File: src/design/tmu_defines.svh
// bus, memory, mesh and coordinate width macros for the mesh front end.
`ifndef TMU_DEFINES_SVH
`define TMU_DEFINES_SVH

// AXI4-Lite byte address and data widths.
`define TMU_ADDR_W 32
`define TMU_DATA_W 32

// on-chip memory depth in words.
`define TMU_MEM_WORDS 2048

// mesh indices, texture and destination coordinates.
`define TMU_MESH_BITS 3
`define TMU_COORD_W 18
`define TMU_DST_W 12

// word spacing between square records.
`define TMU_REC_STRIDE 16

`endif
File: src/design/tmu_pkg.sv
// package with the FSM and opcode enums and the square record struct.
`default_nettype none
`include "tmu_defines.svh"

package tmu_pkg;

	typedef enum logic [2:0] {
		IDLE,
		FETCH_A,
		FETCH_C,
		FETCH_B,
		FETCH_D,
		PIPEOUT,
		NEXT_SQUARE
	} fetch_state_e;

	typedef enum logic [1:0] {CORNER_A, CORNER_B, CORNER_C, CORNER_D} corner_e;

	typedef enum logic [1:0] {WR_IDLE, WR_ADDR, WR_RESP} wr_state_e;

	typedef enum logic [1:0] {
		RESP_OKAY   = 2'b00,
		RESP_SLVERR = 2'b10
	} axi_resp_e;

	// corners A B on top, C D below, plus the destination corner.
	typedef struct packed {
		logic signed [`TMU_COORD_W-1:0] ax, ay;
		logic signed [`TMU_COORD_W-1:0] bx, by;
		logic signed [`TMU_COORD_W-1:0] cx, cy;
		logic signed [`TMU_COORD_W-1:0] dx, dy;
		logic signed [`TMU_DST_W-1:0]   drx, dry;
	} square_t;

endpackage

`default_nettype wire

File: src/design/axil_if.sv
// AXI4-Lite interface with master and slave modports.
`default_nettype none
`include "tmu_defines.svh"

interface axil_if import tmu_pkg::*; ();
	logic [`TMU_ADDR_W-1:0]   awaddr;
	logic                     awvalid;
	logic                     awready;
	logic [`TMU_DATA_W-1:0]   wdata;
	logic [`TMU_DATA_W/8-1:0] wstrb;
	logic                     wvalid;
	logic                     wready;
	axi_resp_e                bresp;
	logic                     bvalid;
	logic                     bready;
	logic [`TMU_ADDR_W-1:0]   araddr;
	logic                     arvalid;
	logic                     arready;
	logic [`TMU_DATA_W-1:0]   rdata;
	axi_resp_e                rresp;
	logic                     rvalid;
	logic                     rready;

	modport master (
		output awaddr, awvalid, wdata, wstrb, wvalid, bready, araddr, arvalid, rready,
		input  awready, wready, bresp, bvalid, arready, rdata, rresp, rvalid
	);

	modport slave (
		input  awaddr, awvalid, wdata, wstrb, wvalid, bready, araddr, arvalid, rready,
		output awready, wready, bresp, bvalid, arready, rdata, rresp, rvalid
	);
endinterface

`default_nettype wire

File: src/design/tmu_mem_arbiter.sv
// round-robin arbiter granting the memory to one of three AXI4-Lite masters per transaction.
`default_nettype none

module tmu_mem_arbiter (
	input  wire    sys_clk,
	input  wire    sys_rst,
	axil_if.slave  host_s,
	axil_if.slave  fetch_s,
	axil_if.slave  wr_s,
	axil_if.master mem_m
);
	logic [2:0] req;
	logic [2:0] pick;
	logic [2:0] gnt;
	logic [2:0] gnt_q;
	logic [1:0] last_q;
	logic       open_q;
	logic       done;

	// bit 0 host, bit 1 fetcher, bit 2 writer.
	assign req = {wr_s.awvalid | wr_s.arvalid,
		fetch_s.awvalid | fetch_s.arvalid,
		host_s.awvalid | host_s.arvalid};

	always_comb begin
		int idx;
		pick = '0;
		for (int k = 1; k <= 3; k++) begin // search starts after the last winner.
			idx = (int'(last_q) + k) % 3;
			if (pick == '0 && req[idx])
				pick[idx] = 1'b1;
		end
	end

	assign gnt  = open_q ? gnt_q : pick;
	assign done = (mem_m.bvalid && mem_m.bready) || (mem_m.rvalid && mem_m.rready);

	always_ff @(posedge sys_clk) begin
		if (sys_rst) begin
			open_q <= 1'b0;
			gnt_q  <= '0;
			last_q <= 2'd2; // host wins the first round.
		end else if (open_q) begin
			if (done)
				open_q <= 1'b0;
		end else if (|pick) begin
			open_q <= 1'b1;
			gnt_q  <= pick;
			last_q <= pick[2] ? 2'd2 : (pick[1] ? 2'd1 : 2'd0);
		end
	end

	assign mem_m.awaddr  = gnt[2] ? wr_s.awaddr : (gnt[1] ? fetch_s.awaddr : host_s.awaddr);
	assign mem_m.wdata   = gnt[2] ? wr_s.wdata : (gnt[1] ? fetch_s.wdata : host_s.wdata);
	assign mem_m.wstrb   = gnt[2] ? wr_s.wstrb : (gnt[1] ? fetch_s.wstrb : host_s.wstrb);
	assign mem_m.araddr  = gnt[2] ? wr_s.araddr : (gnt[1] ? fetch_s.araddr : host_s.araddr);
	assign mem_m.awvalid = |(gnt & {wr_s.awvalid, fetch_s.awvalid, host_s.awvalid});
	assign mem_m.wvalid  = |(gnt & {wr_s.wvalid, fetch_s.wvalid, host_s.wvalid});
	assign mem_m.bready  = |(gnt & {wr_s.bready, fetch_s.bready, host_s.bready});
	assign mem_m.arvalid = |(gnt & {wr_s.arvalid, fetch_s.arvalid, host_s.arvalid});
	assign mem_m.rready  = |(gnt & {wr_s.rready, fetch_s.rready, host_s.rready});

	// handshakes reach only the granted master.
	assign host_s.awready  = gnt[0] & mem_m.awready;
	assign host_s.wready   = gnt[0] & mem_m.wready;
	assign host_s.bvalid   = gnt[0] & mem_m.bvalid;
	assign host_s.arready  = gnt[0] & mem_m.arready;
	assign host_s.rvalid   = gnt[0] & mem_m.rvalid;
	assign host_s.bresp    = mem_m.bresp;
	assign host_s.rresp    = mem_m.rresp;
	assign host_s.rdata    = mem_m.rdata;

	assign fetch_s.awready = gnt[1] & mem_m.awready;
	assign fetch_s.wready  = gnt[1] & mem_m.wready;
	assign fetch_s.bvalid  = gnt[1] & mem_m.bvalid;
	assign fetch_s.arready = gnt[1] & mem_m.arready;
	assign fetch_s.rvalid  = gnt[1] & mem_m.rvalid;
	assign fetch_s.bresp   = mem_m.bresp;
	assign fetch_s.rresp   = mem_m.rresp;
	assign fetch_s.rdata   = mem_m.rdata;

	assign wr_s.awready    = gnt[2] & mem_m.awready;
	assign wr_s.wready     = gnt[2] & mem_m.wready;
	assign wr_s.bvalid     = gnt[2] & mem_m.bvalid;
	assign wr_s.arready    = gnt[2] & mem_m.arready;
	assign wr_s.rvalid     = gnt[2] & mem_m.rvalid;
	assign wr_s.bresp      = mem_m.bresp;
	assign wr_s.rresp      = mem_m.rresp;
	assign wr_s.rdata      = mem_m.rdata;

	// memory accepts and responds only inside a granted transaction.
	mem_in_open: assert property (@(posedge sys_clk) disable iff (sys_rst)
		(mem_m.awready || mem_m.arready || mem_m.bvalid || mem_m.rvalid) |-> open_q);

endmodule

`default_nettype wire

File: src/flat_wrapper.sv
// flat-port wrapper written by rule: the top's interface ports become plain ports
module tmu_mem_arbiter_flat 
  (sys_clk, sys_rst, host_s_awaddr, host_s_awvalid, host_s_wdata, host_s_wstrb, host_s_wvalid, host_s_bready, host_s_araddr, host_s_arvalid, host_s_rready, host_s_awready, host_s_wready, host_s_bresp, host_s_bvalid, host_s_arready, host_s_rdata, host_s_rresp, host_s_rvalid, fetch_s_awaddr, fetch_s_awvalid, fetch_s_wdata, fetch_s_wstrb, fetch_s_wvalid, fetch_s_bready, fetch_s_araddr, fetch_s_arvalid, fetch_s_rready, fetch_s_awready, fetch_s_wready, fetch_s_bresp, fetch_s_bvalid, fetch_s_arready, fetch_s_rdata, fetch_s_rresp, fetch_s_rvalid, wr_s_awaddr, wr_s_awvalid, wr_s_wdata, wr_s_wstrb, wr_s_wvalid, wr_s_bready, wr_s_araddr, wr_s_arvalid, wr_s_rready, wr_s_awready, wr_s_wready, wr_s_bresp, wr_s_bvalid, wr_s_arready, wr_s_rdata, wr_s_rresp, wr_s_rvalid, mem_m_awaddr, mem_m_awvalid, mem_m_wdata, mem_m_wstrb, mem_m_wvalid, mem_m_bready, mem_m_araddr, mem_m_arvalid, mem_m_rready, mem_m_awready, mem_m_wready, mem_m_bresp, mem_m_bvalid, mem_m_arready, mem_m_rdata, mem_m_rresp, mem_m_rvalid);
  axil_if host_s_i ();
  axil_if fetch_s_i ();
  axil_if wr_s_i ();
  axil_if mem_m_i ();
  input  wire sys_clk;
  input  wire sys_rst;
  input wire logic [$bits(host_s_i.awaddr)-1:0] host_s_awaddr;
  input wire logic [$bits(host_s_i.awvalid)-1:0] host_s_awvalid;
  input wire logic [$bits(host_s_i.wdata)-1:0] host_s_wdata;
  input wire logic [$bits(host_s_i.wstrb)-1:0] host_s_wstrb;
  input wire logic [$bits(host_s_i.wvalid)-1:0] host_s_wvalid;
  input wire logic [$bits(host_s_i.bready)-1:0] host_s_bready;
  input wire logic [$bits(host_s_i.araddr)-1:0] host_s_araddr;
  input wire logic [$bits(host_s_i.arvalid)-1:0] host_s_arvalid;
  input wire logic [$bits(host_s_i.rready)-1:0] host_s_rready;
  output wire logic [$bits(host_s_i.awready)-1:0] host_s_awready;
  output wire logic [$bits(host_s_i.wready)-1:0] host_s_wready;
  output wire logic [$bits(host_s_i.bresp)-1:0] host_s_bresp;
  output wire logic [$bits(host_s_i.bvalid)-1:0] host_s_bvalid;
  output wire logic [$bits(host_s_i.arready)-1:0] host_s_arready;
  output wire logic [$bits(host_s_i.rdata)-1:0] host_s_rdata;
  output wire logic [$bits(host_s_i.rresp)-1:0] host_s_rresp;
  output wire logic [$bits(host_s_i.rvalid)-1:0] host_s_rvalid;
  input wire logic [$bits(fetch_s_i.awaddr)-1:0] fetch_s_awaddr;
  input wire logic [$bits(fetch_s_i.awvalid)-1:0] fetch_s_awvalid;
  input wire logic [$bits(fetch_s_i.wdata)-1:0] fetch_s_wdata;
  input wire logic [$bits(fetch_s_i.wstrb)-1:0] fetch_s_wstrb;
  input wire logic [$bits(fetch_s_i.wvalid)-1:0] fetch_s_wvalid;
  input wire logic [$bits(fetch_s_i.bready)-1:0] fetch_s_bready;
  input wire logic [$bits(fetch_s_i.araddr)-1:0] fetch_s_araddr;
  input wire logic [$bits(fetch_s_i.arvalid)-1:0] fetch_s_arvalid;
  input wire logic [$bits(fetch_s_i.rready)-1:0] fetch_s_rready;
  output wire logic [$bits(fetch_s_i.awready)-1:0] fetch_s_awready;
  output wire logic [$bits(fetch_s_i.wready)-1:0] fetch_s_wready;
  output wire logic [$bits(fetch_s_i.bresp)-1:0] fetch_s_bresp;
  output wire logic [$bits(fetch_s_i.bvalid)-1:0] fetch_s_bvalid;
  output wire logic [$bits(fetch_s_i.arready)-1:0] fetch_s_arready;
  output wire logic [$bits(fetch_s_i.rdata)-1:0] fetch_s_rdata;
  output wire logic [$bits(fetch_s_i.rresp)-1:0] fetch_s_rresp;
  output wire logic [$bits(fetch_s_i.rvalid)-1:0] fetch_s_rvalid;
  input wire logic [$bits(wr_s_i.awaddr)-1:0] wr_s_awaddr;
  input wire logic [$bits(wr_s_i.awvalid)-1:0] wr_s_awvalid;
  input wire logic [$bits(wr_s_i.wdata)-1:0] wr_s_wdata;
  input wire logic [$bits(wr_s_i.wstrb)-1:0] wr_s_wstrb;
  input wire logic [$bits(wr_s_i.wvalid)-1:0] wr_s_wvalid;
  input wire logic [$bits(wr_s_i.bready)-1:0] wr_s_bready;
  input wire logic [$bits(wr_s_i.araddr)-1:0] wr_s_araddr;
  input wire logic [$bits(wr_s_i.arvalid)-1:0] wr_s_arvalid;
  input wire logic [$bits(wr_s_i.rready)-1:0] wr_s_rready;
  output wire logic [$bits(wr_s_i.awready)-1:0] wr_s_awready;
  output wire logic [$bits(wr_s_i.wready)-1:0] wr_s_wready;
  output wire logic [$bits(wr_s_i.bresp)-1:0] wr_s_bresp;
  output wire logic [$bits(wr_s_i.bvalid)-1:0] wr_s_bvalid;
  output wire logic [$bits(wr_s_i.arready)-1:0] wr_s_arready;
  output wire logic [$bits(wr_s_i.rdata)-1:0] wr_s_rdata;
  output wire logic [$bits(wr_s_i.rresp)-1:0] wr_s_rresp;
  output wire logic [$bits(wr_s_i.rvalid)-1:0] wr_s_rvalid;
  output wire logic [$bits(mem_m_i.awaddr)-1:0] mem_m_awaddr;
  output wire logic [$bits(mem_m_i.awvalid)-1:0] mem_m_awvalid;
  output wire logic [$bits(mem_m_i.wdata)-1:0] mem_m_wdata;
  output wire logic [$bits(mem_m_i.wstrb)-1:0] mem_m_wstrb;
  output wire logic [$bits(mem_m_i.wvalid)-1:0] mem_m_wvalid;
  output wire logic [$bits(mem_m_i.bready)-1:0] mem_m_bready;
  output wire logic [$bits(mem_m_i.araddr)-1:0] mem_m_araddr;
  output wire logic [$bits(mem_m_i.arvalid)-1:0] mem_m_arvalid;
  output wire logic [$bits(mem_m_i.rready)-1:0] mem_m_rready;
  input wire logic [$bits(mem_m_i.awready)-1:0] mem_m_awready;
  input wire logic [$bits(mem_m_i.wready)-1:0] mem_m_wready;
  input wire logic [$bits(mem_m_i.bresp)-1:0] mem_m_bresp;
  input wire logic [$bits(mem_m_i.bvalid)-1:0] mem_m_bvalid;
  input wire logic [$bits(mem_m_i.arready)-1:0] mem_m_arready;
  input wire logic [$bits(mem_m_i.rdata)-1:0] mem_m_rdata;
  input wire logic [$bits(mem_m_i.rresp)-1:0] mem_m_rresp;
  input wire logic [$bits(mem_m_i.rvalid)-1:0] mem_m_rvalid;
  assign host_s_i.awaddr = host_s_awaddr;
  assign host_s_i.awvalid = host_s_awvalid;
  assign host_s_i.wdata = host_s_wdata;
  assign host_s_i.wstrb = host_s_wstrb;
  assign host_s_i.wvalid = host_s_wvalid;
  assign host_s_i.bready = host_s_bready;
  assign host_s_i.araddr = host_s_araddr;
  assign host_s_i.arvalid = host_s_arvalid;
  assign host_s_i.rready = host_s_rready;
  assign host_s_awready = host_s_i.awready;
  assign host_s_wready = host_s_i.wready;
  assign host_s_bresp = host_s_i.bresp;
  assign host_s_bvalid = host_s_i.bvalid;
  assign host_s_arready = host_s_i.arready;
  assign host_s_rdata = host_s_i.rdata;
  assign host_s_rresp = host_s_i.rresp;
  assign host_s_rvalid = host_s_i.rvalid;
  assign fetch_s_i.awaddr = fetch_s_awaddr;
  assign fetch_s_i.awvalid = fetch_s_awvalid;
  assign fetch_s_i.wdata = fetch_s_wdata;
  assign fetch_s_i.wstrb = fetch_s_wstrb;
  assign fetch_s_i.wvalid = fetch_s_wvalid;
  assign fetch_s_i.bready = fetch_s_bready;
  assign fetch_s_i.araddr = fetch_s_araddr;
  assign fetch_s_i.arvalid = fetch_s_arvalid;
  assign fetch_s_i.rready = fetch_s_rready;
  assign fetch_s_awready = fetch_s_i.awready;
  assign fetch_s_wready = fetch_s_i.wready;
  assign fetch_s_bresp = fetch_s_i.bresp;
  assign fetch_s_bvalid = fetch_s_i.bvalid;
  assign fetch_s_arready = fetch_s_i.arready;
  assign fetch_s_rdata = fetch_s_i.rdata;
  assign fetch_s_rresp = fetch_s_i.rresp;
  assign fetch_s_rvalid = fetch_s_i.rvalid;
  assign wr_s_i.awaddr = wr_s_awaddr;
  assign wr_s_i.awvalid = wr_s_awvalid;
  assign wr_s_i.wdata = wr_s_wdata;
  assign wr_s_i.wstrb = wr_s_wstrb;
  assign wr_s_i.wvalid = wr_s_wvalid;
  assign wr_s_i.bready = wr_s_bready;
  assign wr_s_i.araddr = wr_s_araddr;
  assign wr_s_i.arvalid = wr_s_arvalid;
  assign wr_s_i.rready = wr_s_rready;
  assign wr_s_awready = wr_s_i.awready;
  assign wr_s_wready = wr_s_i.wready;
  assign wr_s_bresp = wr_s_i.bresp;
  assign wr_s_bvalid = wr_s_i.bvalid;
  assign wr_s_arready = wr_s_i.arready;
  assign wr_s_rdata = wr_s_i.rdata;
  assign wr_s_rresp = wr_s_i.rresp;
  assign wr_s_rvalid = wr_s_i.rvalid;
  assign mem_m_awaddr = mem_m_i.awaddr;
  assign mem_m_awvalid = mem_m_i.awvalid;
  assign mem_m_wdata = mem_m_i.wdata;
  assign mem_m_wstrb = mem_m_i.wstrb;
  assign mem_m_wvalid = mem_m_i.wvalid;
  assign mem_m_bready = mem_m_i.bready;
  assign mem_m_araddr = mem_m_i.araddr;
  assign mem_m_arvalid = mem_m_i.arvalid;
  assign mem_m_rready = mem_m_i.rready;
  assign mem_m_i.awready = mem_m_awready;
  assign mem_m_i.wready = mem_m_wready;
  assign mem_m_i.bresp = mem_m_bresp;
  assign mem_m_i.bvalid = mem_m_bvalid;
  assign mem_m_i.arready = mem_m_arready;
  assign mem_m_i.rdata = mem_m_rdata;
  assign mem_m_i.rresp = mem_m_rresp;
  assign mem_m_i.rvalid = mem_m_rvalid;
  tmu_mem_arbiter u_core (.sys_clk(sys_clk), .sys_rst(sys_rst), .host_s(host_s_i), .fetch_s(fetch_s_i), .wr_s(wr_s_i), .mem_m(mem_m_i));
endmodule
File: config.mk
export PLATFORM = sky130hd
export DESIGN_NAME = tmu_mem_arbiter_flat
export DESIGN_NICKNAME = d
export VERILOG_FILES = /design/src/design/tmu_pkg.sv /design/src/design/axil_if.sv /design/src/design/tmu_mem_arbiter.sv /design/src/flat_wrapper.sv
export VERILOG_INCLUDE_DIRS = /design/src /design/src/design
export SDC_FILE = /design/constraint.sdc
export NUM_CORES = 1
export LEC_CHECK = 0
export BUFFER_PORTS_ARGS = -buffer_cell sky130_fd_sc_hd__buf_4
export CAP_MARGIN = 20
export CORE_AREA = 2 2 228 230
export DETAILED_ROUTE_END_ITERATION = 8
export DIE_AREA = 0 0 230 232
export PLACE_DENSITY = 0.3
export SETUP_SLACK_MARGIN = 0.02
export SLEW_MARGIN = 40
export SYNTH_ARGS = -nofsm -noshare
export SYNTH_HDL_FRONTEND = slang
export SYNTH_SLANG_ARGS = --single-unit
File: constraint.sdc
create_clock -name sys_clk -period 6 [get_ports sys_clk]
set_input_delay 0.3 -clock sys_clk [delete_from_list [all_inputs] [get_ports sys_clk]]
set_output_delay 0.3 -clock sys_clk [all_outputs]
set_load 0.02 [all_outputs]
; ---- Word-level counts from Yosys, hierarchy flattened
; Cells that the tools add are included.
[totals]
input_bits = 358
ff_bits = 6
latch_bits = 0
ram_bits = 0
memories = 0
romBits = 0
[op_classes]
div = 3
eq_ne = 0
n_mux = 32
reduce_logical = 17
n_mul = 0
n_lt_le_gt_ge = 6
bitwise_logic = 26
n_shift = 0
addsub = 3
[op_table]
columns = op, n
row1 = 2-to-1 mux 32 bit, 6
row2 = greater-or-equal comparator 32 x 1 -> 1 bit (second input constant), 3
row3 = < comparator 32 x 4 -> 1 bit (second input constant), 3
row4 = remainder unit 32 x 3 -> 32 bit (second input constant), 3
row5 = OR reduction 3 bit, 6
row6 = bitwise AND 1 bit, 15
row7 = bitwise AND 3 bit, 5
row8 = 2-to-1 mux 1 bit, 13
row9 = 2-to-1 mux 3 bit, 4
row10 = 2-to-1 mux 4 bit, 2
row11 = logical AND 1 bit, 7
row12 = adder 2 x 2 -> 3 bit (second input constant), 2
row13 = binary-select mux 1 bit (select 2 bit), 3
row14 = demux 1 bit (select 2 bit), 3
row15 = logical NOT 3 bit, 2
row16 = OR 3 bit, 2
row17 = adder 2 x 1 -> 3 bit (second input constant), 1
row18 = OR 1 bit, 3
row19 = 2-to-1 mux 2 bit, 1
row20 = AND reduction 2 bit, 1
row21 = logical OR 1 bit, 1
row22 = NOT 1 bit, 1

; ---- Depth between registers and ports, before layout
; Gate-level depths: netlist of run 1.
[logic_depth]
depth_word = 20
ltp_mapped = 12
depth_no_buf = 9

; ---- Worst setup path after synthesis of run 1
; No wires, ideal clock.
[synth_timing]
path_kind = register -> output
from = reg u_core.last_q[0]
to = out mem_m_awaddr[0]
path_slack_ns = 3.275
required_ns = 5.700
arrival_ns = 2.425
stages_incl_launch_ff = 11
path_buffers = 2
path_cell_list = dfxtp_1 -> inv_1 -> ha_1 -> nor2b_1 -> a211oi_2 -> o2bb2ai_2 -> o211ai_2 -> buf_2 -> buf_2 -> nand2_1 -> a31oi_1
[synth_via]
elab_chain_cells = 16
elab_cells_between_ends = 42
cone_classes = 3 x add/sub / 3 x div / 6 x order compare / 21 x mux / 2 x bitwise / 7 x reduce/logical
[synth_lines]
columns = element, line_no
row1 = start: declaration, tmu_mem_arbiter.sv:16  ; logic [1:0] last_q;
row2 = start signal: assignment, tmu_mem_arbiter.sv:49  ; last_q <= pick[2] ? 2'd2 : (pick[1] ? 2'd1 : 2'd0);
row3 = adder 2 x 1 -> 3 bit, tmu_mem_arbiter.sv:29  ; idx = (int'(last_q) + k) % 3;
row4 = remainder unit 32 x 3 -> 32 bit, tmu_mem_arbiter.sv:29
row5 = greater-or-equal comparator 32 x 1 -> 1 bit (implied by the code) or < comparator 32 x 4 -> 1 bit (tied branches), tmu_mem_arbiter.sv:31  ; pick[idx] = 1'b1;
row6 = logical AND 1 bit (implied by the code), tmu_mem_arbiter.sv:31
row7 = 2-to-1 mux 1 bit (implied by the code), tmu_mem_arbiter.sv:31
row8 = demux 1 bit (select 2 bit), --
row9 = 2-to-1 mux 3 bit, tmu_mem_arbiter.sv:30  ; if (pick == '0 && req[idx])
row10 = logical NOT 3 bit, tmu_mem_arbiter.sv:30
row11 = logical AND 1 bit, tmu_mem_arbiter.sv:30
row12 = 2-to-1 mux 3 bit, tmu_mem_arbiter.sv:30
row13 = logical NOT 3 bit, tmu_mem_arbiter.sv:30
row14 = logical AND 1 bit, tmu_mem_arbiter.sv:30
row15 = 2-to-1 mux 3 bit (*), tmu_mem_arbiter.sv:30
row16 = 2-to-1 mux 3 bit (*), tmu_mem_arbiter.sv:35  ; assign gnt = open_q ? gnt_q : pick;
row17 = 2-to-1 mux 32 bit, tmu_mem_arbiter.sv:53  ; assign mem_m.awaddr = gnt[2] ? wr_s.awaddr : (gnt[1] ? fetch_s.awaddr : host_s.awaddr);
row18 = 2-to-1 mux 32 bit (*), tmu_mem_arbiter.sv:53
row19 = end: declaration, flat_wrapper.sv:61  ; output wire logic [$bits(mem_m_i.awaddr)-1:0] mem_m_awaddr;
; Every way passes the cells marked *; elsewhere a longest branch is shown, timed or not. The select of a mux whose other input is x is not followed.

; ---- Worst setup path after layout of run 1
[layout_timing]
from = reg u_core.last_q[0]
to = out mem_m_araddr[7]
[layout_via]
elab_chain_cells = 16
elab_cells_between_ends = 42
cone_classes = 3 x add/sub / 3 x div / 6 x order compare / 21 x mux / 2 x bitwise / 7 x reduce/logical
[layout_lines]
columns = element, line_no
row1 = adder 2 x 1 -> 3 bit, tmu_mem_arbiter.sv:29
row2 = remainder unit 32 x 3 -> 32 bit, tmu_mem_arbiter.sv:29
row3 = greater-or-equal comparator 32 x 1 -> 1 bit (implied by the code) or < comparator 32 x 4 -> 1 bit (tied branches), tmu_mem_arbiter.sv:31
row4 = logical AND 1 bit (implied by the code), tmu_mem_arbiter.sv:31
row5 = 2-to-1 mux 1 bit (implied by the code), tmu_mem_arbiter.sv:31
row6 = demux 1 bit (select 2 bit), --
row7 = 2-to-1 mux 3 bit, tmu_mem_arbiter.sv:30
row8 = logical NOT 3 bit, tmu_mem_arbiter.sv:30
row9 = logical AND 1 bit, tmu_mem_arbiter.sv:30
row10 = 2-to-1 mux 3 bit, tmu_mem_arbiter.sv:30
row11 = logical NOT 3 bit, tmu_mem_arbiter.sv:30
row12 = logical AND 1 bit, tmu_mem_arbiter.sv:30
row13 = 2-to-1 mux 3 bit (*), tmu_mem_arbiter.sv:30
row14 = 2-to-1 mux 3 bit (*), tmu_mem_arbiter.sv:35
row15 = 2-to-1 mux 32 bit, tmu_mem_arbiter.sv:56  ; assign mem_m.araddr = gnt[2] ? wr_s.araddr : (gnt[1] ? fetch_s.araddr : host_s.araddr);
row16 = 2-to-1 mux 32 bit (*), tmu_mem_arbiter.sv:56
row17 = end: declaration, flat_wrapper.sv:67  ; output wire logic [$bits(mem_m_i.araddr)-1:0] mem_m_araddr;
; Marked as above.

==> results.toml, run 1 <==
[clocking]
clockRootBuffer = "clkbuf_16"
cts_tree = "done"
clkSinkCount = 6
post_cts_resized = 0
path_clk_slew_ns = 0.03
ctsHoldBuffers = 0
numCtsBuffers = 3
insertion_delay_ns = 0.23
cts.path.max_buffers = 2
postCtsSetupRepairBufs = 0
cts_htree_levels = 1

[place]
dpl.hpwl_mm = 23.3
place_congestion = 0.816
place_area_um2 = 6890
pre_cts_ws_ns = 2.10
numPortBuffers = 441

[floorplan]
design.die.area_um2 = 53400
rows = 83
core_area_um2 = 50900
floorplan.initialDensity = 0.0723
die_y_um = 232
io_pins = 586
die_w_um = 230

[finish]
design_area_um2 = 6960
nets = 1340
area_growth_pct = 89.2
final_cell_mix = "buf_4, nand2_1, nor2_1, a31oi_1, inv_1"
drive_gt1_frac = 0.469
utilization = 0.137
n_fill_cell = 6052
antennaDiodeCount = 0
final_common_cell = "buf_4"

[sta]
relSlewSlack = 0.526
hold_violations = 0
setup_tns_ns = 0
skew_ns = 0.00222
min_period_over_period = 0.673
final-setup-viol-count = 0
rsz0062_at_grt = "false"
fin_crit_ns = 4.04
fin_hold_ws_ns = 0.310
worstMarginPinSlew_ns = 0.705
report.final.slew_viol_count = 0
setup_slack_ns = 1.96
fmaxAchievable_mhz = 248

[yosys]
synth_area_leaders = "buf_4, nand2_1, a31oi_1"
synth_top_area_frac = 0.226
syn-mean-instance-area_um2 = 5.36
yosys_register_bits = 6
yosysWarnings = 0
yosysTopAreaCell = "buf_4"
synth_ff_type = "dfxtp_1"
synth_area_um2 = 3680
synthCells = 687
ys_seq_area_frac = 0.0326
yosysUniqueCellTypes = 48
synth_fp_nets = 1049
synth_edf_count = 0
synthArstFlopShare = 0

[power]
p_sw_uw = 2860
internal_power_uw = 1860
clock_power_share = 0.023
p_seq_frac = 0.016
combPwrFrac = 0.962
ir_worst_vdd_v = 0.000292
leakagePower_uw = 0.00338
switching_share = 0.606
powerDensity_nw_per_um2 = 679

[route]
drtAntennaViolNets = 0
first_pass_iters = 6
wl_mm = 27.8
drt_iter0_markers = 149
drt-wirelength-per-cell_um = 16.8
viasPerCell = 3.46
route.detailed.drc = 0
vias = 5725

[critical_path]
worstPathRequired_ns = 5.70
critPathMaxStageDelay_ns = 0.66
end_kind = "output pin"
slowest_stage = "o211a_4"
path_cells = "inv_1 > ha_1 > nor2b_1 > a211oi_2 > o2bb2ai_2 > o211a_4 > buf_12 > nand2_1 > a31oi_1 > buf_4"
startpoint_type = "flop"
crit_family = "compound AO/OA/AOI/OAI gates"
worstPathArrival_ns = 3.74
path_buf_inv = 3
critical_path_class = "reg2out"
worstPathMaxFanout = 60

[outcome]
status = "finished, final reports clean"

[global_route]
grt_usage = 0.0949
gr-total-overflow = 0
grt_pass1_wl_mm = 38.1
grt_pass1_vias = 5846
antenna_found_initial = 5
grt_max_degree = 106

[flow_run]
max_cap_viol_count = 0

[min_path]
hold_path.class = "in2reg"
==> path summary, 6_finish.rpt <==
check	to	slack, ns	cells after the start	startpoint
min	u_core.gnt_q[2]	0.31	2	sys_rst
max	mem_m_araddr[7]	1.96	10	u_core.last_q[0]
max reg2reg	u_core.open_q	2.82	9	u_core.last_q[0]
min reg2reg	u_core.gnt_q[2]	0.48	2	u_core.gnt_q[2]
==> worst reg2reg max path, stage by stage (launching register included) <==
cell,delay [ns]
dfxtp_1,0.37
inv_1,0.08
ha_1,0.54
nor2b_1,0.35
a211oi_2,0.14
o2bb2ai_2,0.38
o41a_4,0.58
nor2_1,0.16
a221o_1,0.38
o21ai_1,0.13
==> power by group through the flow <==
stage          registers, uW  clock network, uW  logic (uW)
2_1_floorplan           62.5                  0        2770
3_3_place_gp            73.7                  0        4700
3_5_place_dp            74.2                  0        4640
4_1_cts                 74.1                109        4650
6_report                73.8                108        4550
5_1_grt                 76.8                112        4940
==> per-stage QoR <==
step,power (uW),cells
after global routing,5130,1656
after CTS,4830,1656
after detailed placement,4710,1653
after floorplan,2830,687
final,4730,1656
after global placement,4780,1653
==> area by class of cell <==
cell class              count  area [um2]  share of cell area
well taps                 680         851               0.122
flip-flops and latches      6         120              0.0173
repair buffers            446        3400               0.488
inverters                  17        63.8             0.00916
multi-input cells         504        2450               0.353
clock buffers               3        75.1              0.0108
==> routing by layer <==
layer,share of wire,GRT usage,vias to the layer above
met2,0.52,0.184,411
met3,0.099,0.0275,39
li1,-,-,2769
met4,0.026,0.0242,2
met5,0.00043,0,-
met1,0.35,0.0993,2504
==> registers in the layout, indices dropped and copies added, names as in the netlist <==
register / flops
u_core.last_q: 2
u_core.open_q: 1
u_core.gnt_q: 3
==> logic make-up (layout without fill, tap and decap cells) <==
logic type | count (synthesis) | after routing | synth area share
buf+inv | 177 | 466 | 0.307
simple gates | 348 | 348 | 0.367
fa+ha+maj | 4 | 4 | 0.0136
compound gates | 152 | 152 | 0.280
flops | 6 | 6 | 0.0326
==> synthesized netlist by cell type (all sizes together) (3+ instances only) <==
| master | count |
|---|---|
| a21oi | 7 |
| a221o | 4 |
| a22oi | 4 |
| a31oi | 101 |
| and2 | 5 |
| buf | 146 |
| clkbuf | 14 |
| dfxtp | 6 |
| ha | 4 |
| inv | 17 |
| nand2 | 210 |
| nor2 | 120 |
| o211ai | 3 |
| o21ai | 10 |
| o2bb2ai | 3 |
| or2 | 3 |
Note: power is estimated with default switching activity, not from simulation.
==> run 2: changes to the inputs <==
--- a/config.mk
+++ b/config.mk
@@ -8,9 +8,9 @@
 export LEC_CHECK = 0
 export BUFFER_PORTS_ARGS = -buffer_cell sky130_fd_sc_hd__buf_4
 export CAP_MARGIN = 20
-export CORE_AREA = 2 2 228 230
+export CORE_AREA = 2 2 227 229
 export DETAILED_ROUTE_END_ITERATION = 8
-export DIE_AREA = 0 0 230 232
+export DIE_AREA = 0 0 229 231
 export PLACE_DENSITY = 0.3
 export SETUP_SLACK_MARGIN = 0.02
 export SLEW_MARGIN = 40
==> constraint.sdc (replaced) <==
create_clock -name sys_clk -period 3.7 [get_ports sys_clk]
set_input_delay 0.185 -clock sys_clk [delete_from_list [all_inputs] [get_ports sys_clk]]
set_output_delay 0.185 -clock sys_clk [all_outputs]
set_load 0.02 [all_outputs]
==> run 2 against run 1 <==
  * Final area grew 2.3%
  * First-iteration DRC count grew 42%
  * Flip-flop and latch count is the same
  * Die area shrank 0.86%
  * Count of clock-buffer cells in the layout is the same
  * Core utilization grew 0.38 points
  * Wire length shrank 5.7%
  * Worst setup slack lost 1.7 ns
  * Power grew 68%
  * Sequential share of layout area is essentially flat
  * Largest power group unchanged
  * Highest routed layer unchanged
==> results.toml, run 2 (same netlist as run 1, synthesis figures left out) <==
[global_route]
grt-busiest-layer = "met2"
grt_max_degree = 61
grt_pass1_vias = 6011
use_met3 = 0.0315
globalRouteMet1Util = 0.0968
grtUsageMet2 = 0.169
grt_pass1_wl_mm = 36.6
grt_usage = 0.0904
gr-total-overflow = 0
antenna_found_initial = 2

[floorplan]
io_pins = 586
design.die.area_um2 = 52900
die_y_um = 231
core_area_um2 = 50700
die_w_um = 229
floorplan.initialDensity = 0.0726
rows = 83

[critical_path]
end_kind = "output pin"
slowest_stage = "o41a_4"
critPathMaxStageDelay_ns = 0.54
path_cells = "inv_1 > ha_1 > nor2b_1 > a211oi_2 > o2bb2ai_4 > o41a_4 > buf_12 > buf_4 > a31oi_1 > buf_4"
startpoint_type = "flop"
critical_path_class = "reg2out"
worstPathRequired_ns = 3.51
crit_top_cell = "buf_4"
worstPathMaxFanout = 42
worstPathArrival_ns = 3.28

[route]
drt_iter0_markers = 212
drtAntennaViolNets = 0
first_pass_iters = 4
drt-wirelength-per-cell_um = 15.7
vias = 5872
viasPerCell = 3.51
route.detailed.drc = 0
wl_mm = 26.2

[min_path]
hold_path.class = "in2reg"

[clocking]
clkSinkCount = 6
insertion_delay_ns = 0.23
clockRootBuffer = "clkbuf_16"
path_clk_slew_ns = 0.03
cts.path.max_buffers = 2
numCtsBuffers = 3
cts_htree_levels = 1
cts_tree = "done"

[finish]
largest_reg_flops = 3
nets = 1355
antennaDiodeCount = 0
largest-register = "u_core.gnt_q"
reg_top3 = "u_core.gnt_q (3), u_core.last_q (2), u_core.open_q (1)"
drive_gt1_frac = 0.477
n_fill_cell = 6017
multi_input_area_um2 = 2470
ff_latch_area_um2 = 120
area_growth_pct = 93.6
final_cell_mix = "buf_4, nand2_1, nor2_1, a31oi_1, inv_1"
final_common_cell = "buf_4"

[sta]
report.final.slew_viol_count = 0
min_period_over_period = 0.937
skew_ns = 0.000979
hold_violations = 0
rsz0062_at_grt = "false"
setup_tns_ns = 0
fmaxAchievable_mhz = 289
final-setup-viol-count = 0
worstMarginPinSlew_ns = 0.703
fin_hold_ws_ns = 0.190
setup_slack_ns = 0.234
fin_crit_ns = 3.47
relSlewSlack = 0.527

[flow_run]
max_cap_viol_count = 0

[outcome]
status = "finished, final reports clean"

[power]
p_seq_frac = 0.015
switching_share = 0.590
p_sw_uw = 4670
powerDensity_nw_per_um2 = 1110
ir_worst_vdd_v = 0.000523
internal_power_uw = 3250
leakagePower_uw = 0.00346
combPwrFrac = 0.963
clock_power_share = 0.022

[place]
place_congestion = 0.816
numPortBuffers = 441
pre_cts_ws_ns = 0.330
dpl.hpwl_mm = 22.4
-- run 2: changes by cell type in the layout (fill, tap and decap cells not counted) --
cell,change
o2bb2ai_2,-1
buf_12,+3
o2bb2ai_4,+1
buf_4,+12
-- run 2: critical path, delay by kind of cell, from the launching register on --
family                     cells  cell delay, ns
adders and majority gates      1            0.41
and+or+nand+nor                1            0.23
DFF                            1            0.37
buffers and inverters          4            0.70
AOI/OAI and AO/OA              4            1.32
-- run 2: what timing repair did --
action                     CTS  global route
hold buffers                 0             0
buffers inserted             0             0
resized for setup            0             2
setup endpoints to repair    0            11
-- run 2: path summary, 6_finish.rpt --
check	startpoint	endpoint	slack, ns	depth (start not counted)
worst max-delay path	u_core.last_q[0]	mem_m_araddr[7]	0.23	10
worst min-delay path	sys_rst	u_core.gnt_q[1]	0.19	2
worst max register to register	u_core.last_q[0]	u_core.open_q	0.79	10
worst min register to register	u_core.gnt_q[1]	u_core.gnt_q[1]	0.48	2
-- run 2: final cells by class --
type / count / share of cell area
sequential: 6 / 0.0169
timing repair buffer: 461 / 0.498
multi-input combinational: 504 / 0.346
inverter: 17 / 0.00896
clock buffer: 3 / 0.0105
tap: 680 / 0.119
-- run 2: routing by layer --
metal	wire [um]	up-vias
li1	-	2805
met1	9390	2624
met2	13300	398
met3	2920	43
met4	590	2
met5	13	-
-- run 2: power by group through the flow --
stage	combinational [uW]	sequential, uW	clock, uW
5_1_grt	8250	124	182
2_1_floorplan	4500	101	0
3_5_place_dp	7740	120	0
6_report	7630	121	175
3_3_place_gp	7870	120	0
4_1_cts	7760	120	179
-- run 2: per-stage QoR --
stage                     power [uW]  utilization  cell area (um2)  instances
after floorplan                 4600            -             3680        687
after global placement          7990        0.139             7030       1668
after detailed placement        7860        0.139             7030       1668
after CTS                       8060        0.140             7100       1671
after global routing            8550        0.141             7130       1671
final                           7920        0.141             7130       1671
==> run 3: changes to the inputs <==
--- a/config.mk
+++ b/config.mk
@@ -8,9 +8,9 @@
 export LEC_CHECK = 0
 export BUFFER_PORTS_ARGS = -buffer_cell sky130_fd_sc_hd__buf_4
 export CAP_MARGIN = 20
-export CORE_AREA = 2 2 227 229
+export CORE_AREA = 2 2 229 231
 export DETAILED_ROUTE_END_ITERATION = 8
-export DIE_AREA = 0 0 229 231
+export DIE_AREA = 0 0 231 233
 export PLACE_DENSITY = 0.3
 export SETUP_SLACK_MARGIN = 0.02
 export SLEW_MARGIN = 40
==> constraint.sdc (replaced) <==
create_clock -name sys_clk -period 3.2 [get_ports sys_clk]
set_input_delay 0.16 -clock sys_clk [delete_from_list [all_inputs] [get_ports sys_clk]]
set_output_delay 0.16 -clock sys_clk [all_outputs]
set_load 0.02 [all_outputs]
==> run 3 against run 2 <==
  * Sequential share of layout area barely moved
  * Clock skew is 0.0014 ns higher
  * Wire length grew 9.0%
  * Worst setup slack worse by 0.073 ns
  * First-iteration DRC count decreased by 11%
  * Register-to-register slack got worse by 0.25 ns
  * Non-clock buffer count up 14
  * Global-route usage increased by 0.26 points
  * Critical path type unchanged
==> results.toml, run 3 (same netlist as run 1, synthesis figures left out) <==
[outcome]
status = "finished, final reports clean"

[floorplan]
die_y_um = 233
io_pins = 586
core_area_um2 = 51100
floorplan.initialDensity = 0.0720
rows = 83
die_w_um = 231
design.die.area_um2 = 53800

[critical_path]
startpoint_type = "flop"
worstPathMaxFanout = 39
r2r_slack_ns = 0.54
worstPathArrival_ns = 2.88
critical_path_class = "reg2out"
worstReg2RegStart = "u_core.last_q[0]"
worst_r2r_path_depth = 10
r2r-end = "u_core.open_q"
end_kind = "output pin"
worstPathRequired_ns = 3.04

[clocking]
clockRootBuffer = "clkbuf_16"
path_clk_slew_ns = 0.03
clkSinkCount = 6
numCtsBuffers = 3
cts.path.max_buffers = 2
insertion_delay_ns = 0.23
ctsHoldBuffers = 0
cts_tree = "done"
cts_htree_levels = 1

[global_route]
grt_pass1_wl_mm = 37.4
antenna_found_initial = 7
gr-total-overflow = 0
grt_pass1_vias = 5819
grtUsageMet2 = 0.181
grt_usage = 0.0929
use_met3 = 0.0249
grt-busiest-layer = "met2"
globalRouteMet1Util = 0.0963
grt_max_degree = 50

[finish]
nets = 1369
final_common_cell = "buf_4"
reg_top3 = "u_core.gnt_q (3), u_core.last_q (2), u_core.open_q (1)"
final_cell_mix = "buf_4, nand2_1, nor2_1, a31oi_1, inv_1"
drive_gt1_frac = 0.497
largest-register = "u_core.gnt_q"
area_growth_pct = 101
largest_reg_flops = 3
antennaDiodeCount = 0

[min_path]
hold_depth = 2
hold_start = "sys_rst"
holdPathEnd = "u_core.last_q[0]"
hold_path.class = "in2reg"

[route]
vias = 5919
drt_iter0_markers = 189
route.detailed.drc = 0
wl_mm = 28.6
drtAntennaViolNets = 0
first_pass_iters = 4
drt-wirelength-per-cell_um = 16.9
viasPerCell = 3.51

[sta]
setup_slack_ns = 0.161
report.final.slew_viol_count = 0
final-setup-viol-count = 0
hold_violations = 0
fmaxAchievable_mhz = 329
relSlewSlack = 0.586
rsz0062_at_grt = "false"
fin_crit_ns = 3.04
min_period_over_period = 0.950
skew_ns = 0.00237
worstMarginPinSlew_ns = 0.612
setup_tns_ns = 0

[power]
powerDensity_nw_per_um2 = 1330
leakagePower_uw = 0.00359
ir_worst_vdd_v = 0.000522

[place]
place_congestion = 0.774
numPortBuffers = 441
dpl.hpwl_mm = 23.6
pre_cts_ws_ns = 0.247

[flow_run]
max_cap_viol_count = 0
==> run 3: cell types whose count changed in the layout (fill, tap and decap cells not counted), moves of 2 or more <==
cell / previous run / this run
a31oi_2: 0 / 3
clkbuf_16: 3 / 6
nor2_1: 120 / 117
buf_12: 7 / 11
a31oi_1: 101 / 98
nor2_2: 0 / 3
ha_1: 4 / 2
buf_4: 454 / 460
==> run 3: per-layer routing <==
metal  share of wire  vias to the layer above
li1                -                     2830
met1            0.37                     2609
met2            0.51                      425
met3           0.090                       53
met4           0.031                        2
met5         0.00046                        -
==> run 3: timing repair <==
action,in CTS,in global routing
pin swaps,1,3
hold endpoints to repair,0,0
endpoints found under the setup margin,4,97
cloned,0,3
resized for setup,4,11
buffers inserted,0,3
==> run 3: metrics by stage <==
step / power, uW / utilization / hold slack [ns] / instances / instance area (um2)
finish: 9830 / 0.145 / 0.148 / 1685 / 7410
global placement: 9510 / 0.140 / 0.320 / 1676 / 7140
floorplan: 5320 / - / 0.229 / 687 / 3680
CTS: 9640 / 0.142 / 0.152 / 1679 / 7250
detailed placement: 9350 / 0.140 / 0.320 / 1676 / 7140
global route: 10600 / 0.145 / 0.170 / 1685 / 7410
==> run 3: worst max-delay path by stage <==
stage,start,to,slack [ns],depth (start not counted)
2_1_floorplan,u_core.last_q[0],mem_m_awaddr[0],0.61,10
4_1_cts,u_core.last_q[0],mem_m_araddr[4],0.04,11
6_report,u_core.last_q[0],mem_m_wdata[7],0.16,11
3_3_place_gp,u_core.last_q[0],mem_m_wdata[1],0.24,11
5_1_grt,u_core.last_q[0],mem_m_wdata[8],0.04,12
3_5_place_dp,u_core.last_q[0],mem_m_araddr[14],0.25,10
==> run 3: layout make-up <==
cell class / instances / area [um2]
clock buffers: 3 / 75.1
multi-input cells: 504 / 2520
flip-flops and latches: 6 / 121
repair buffers: 475 / 3780
inverters: 17 / 63.8
fillers: 6016 / 43700
well taps: 680 / 851
==> run 3: worst max-delay path, stage by stage (launching register included) <==
cell and delay, ns:
dfxtp_2 0.35, inv_1 0.09, ha_4 0.26, nor2b_2 0.18, a211oi_2 0.33, o2bb2ai_4 0.16
o41a_4 0.48, buf_12 0.18, buf_12 0.21, nor2_1 0.14, a31oi_1 0.06, buf_4 0.16
==> run 3: report_power, final <==
part	leakage [uW]	internal (uW)	switching (uW)	total [uW]
clock	0.0000370	160	41.7	202
sequential	0.0000502	105	38.4	143
combinational	0.00350	3920	5570	9490
total	0.00359	4190	5650	9830
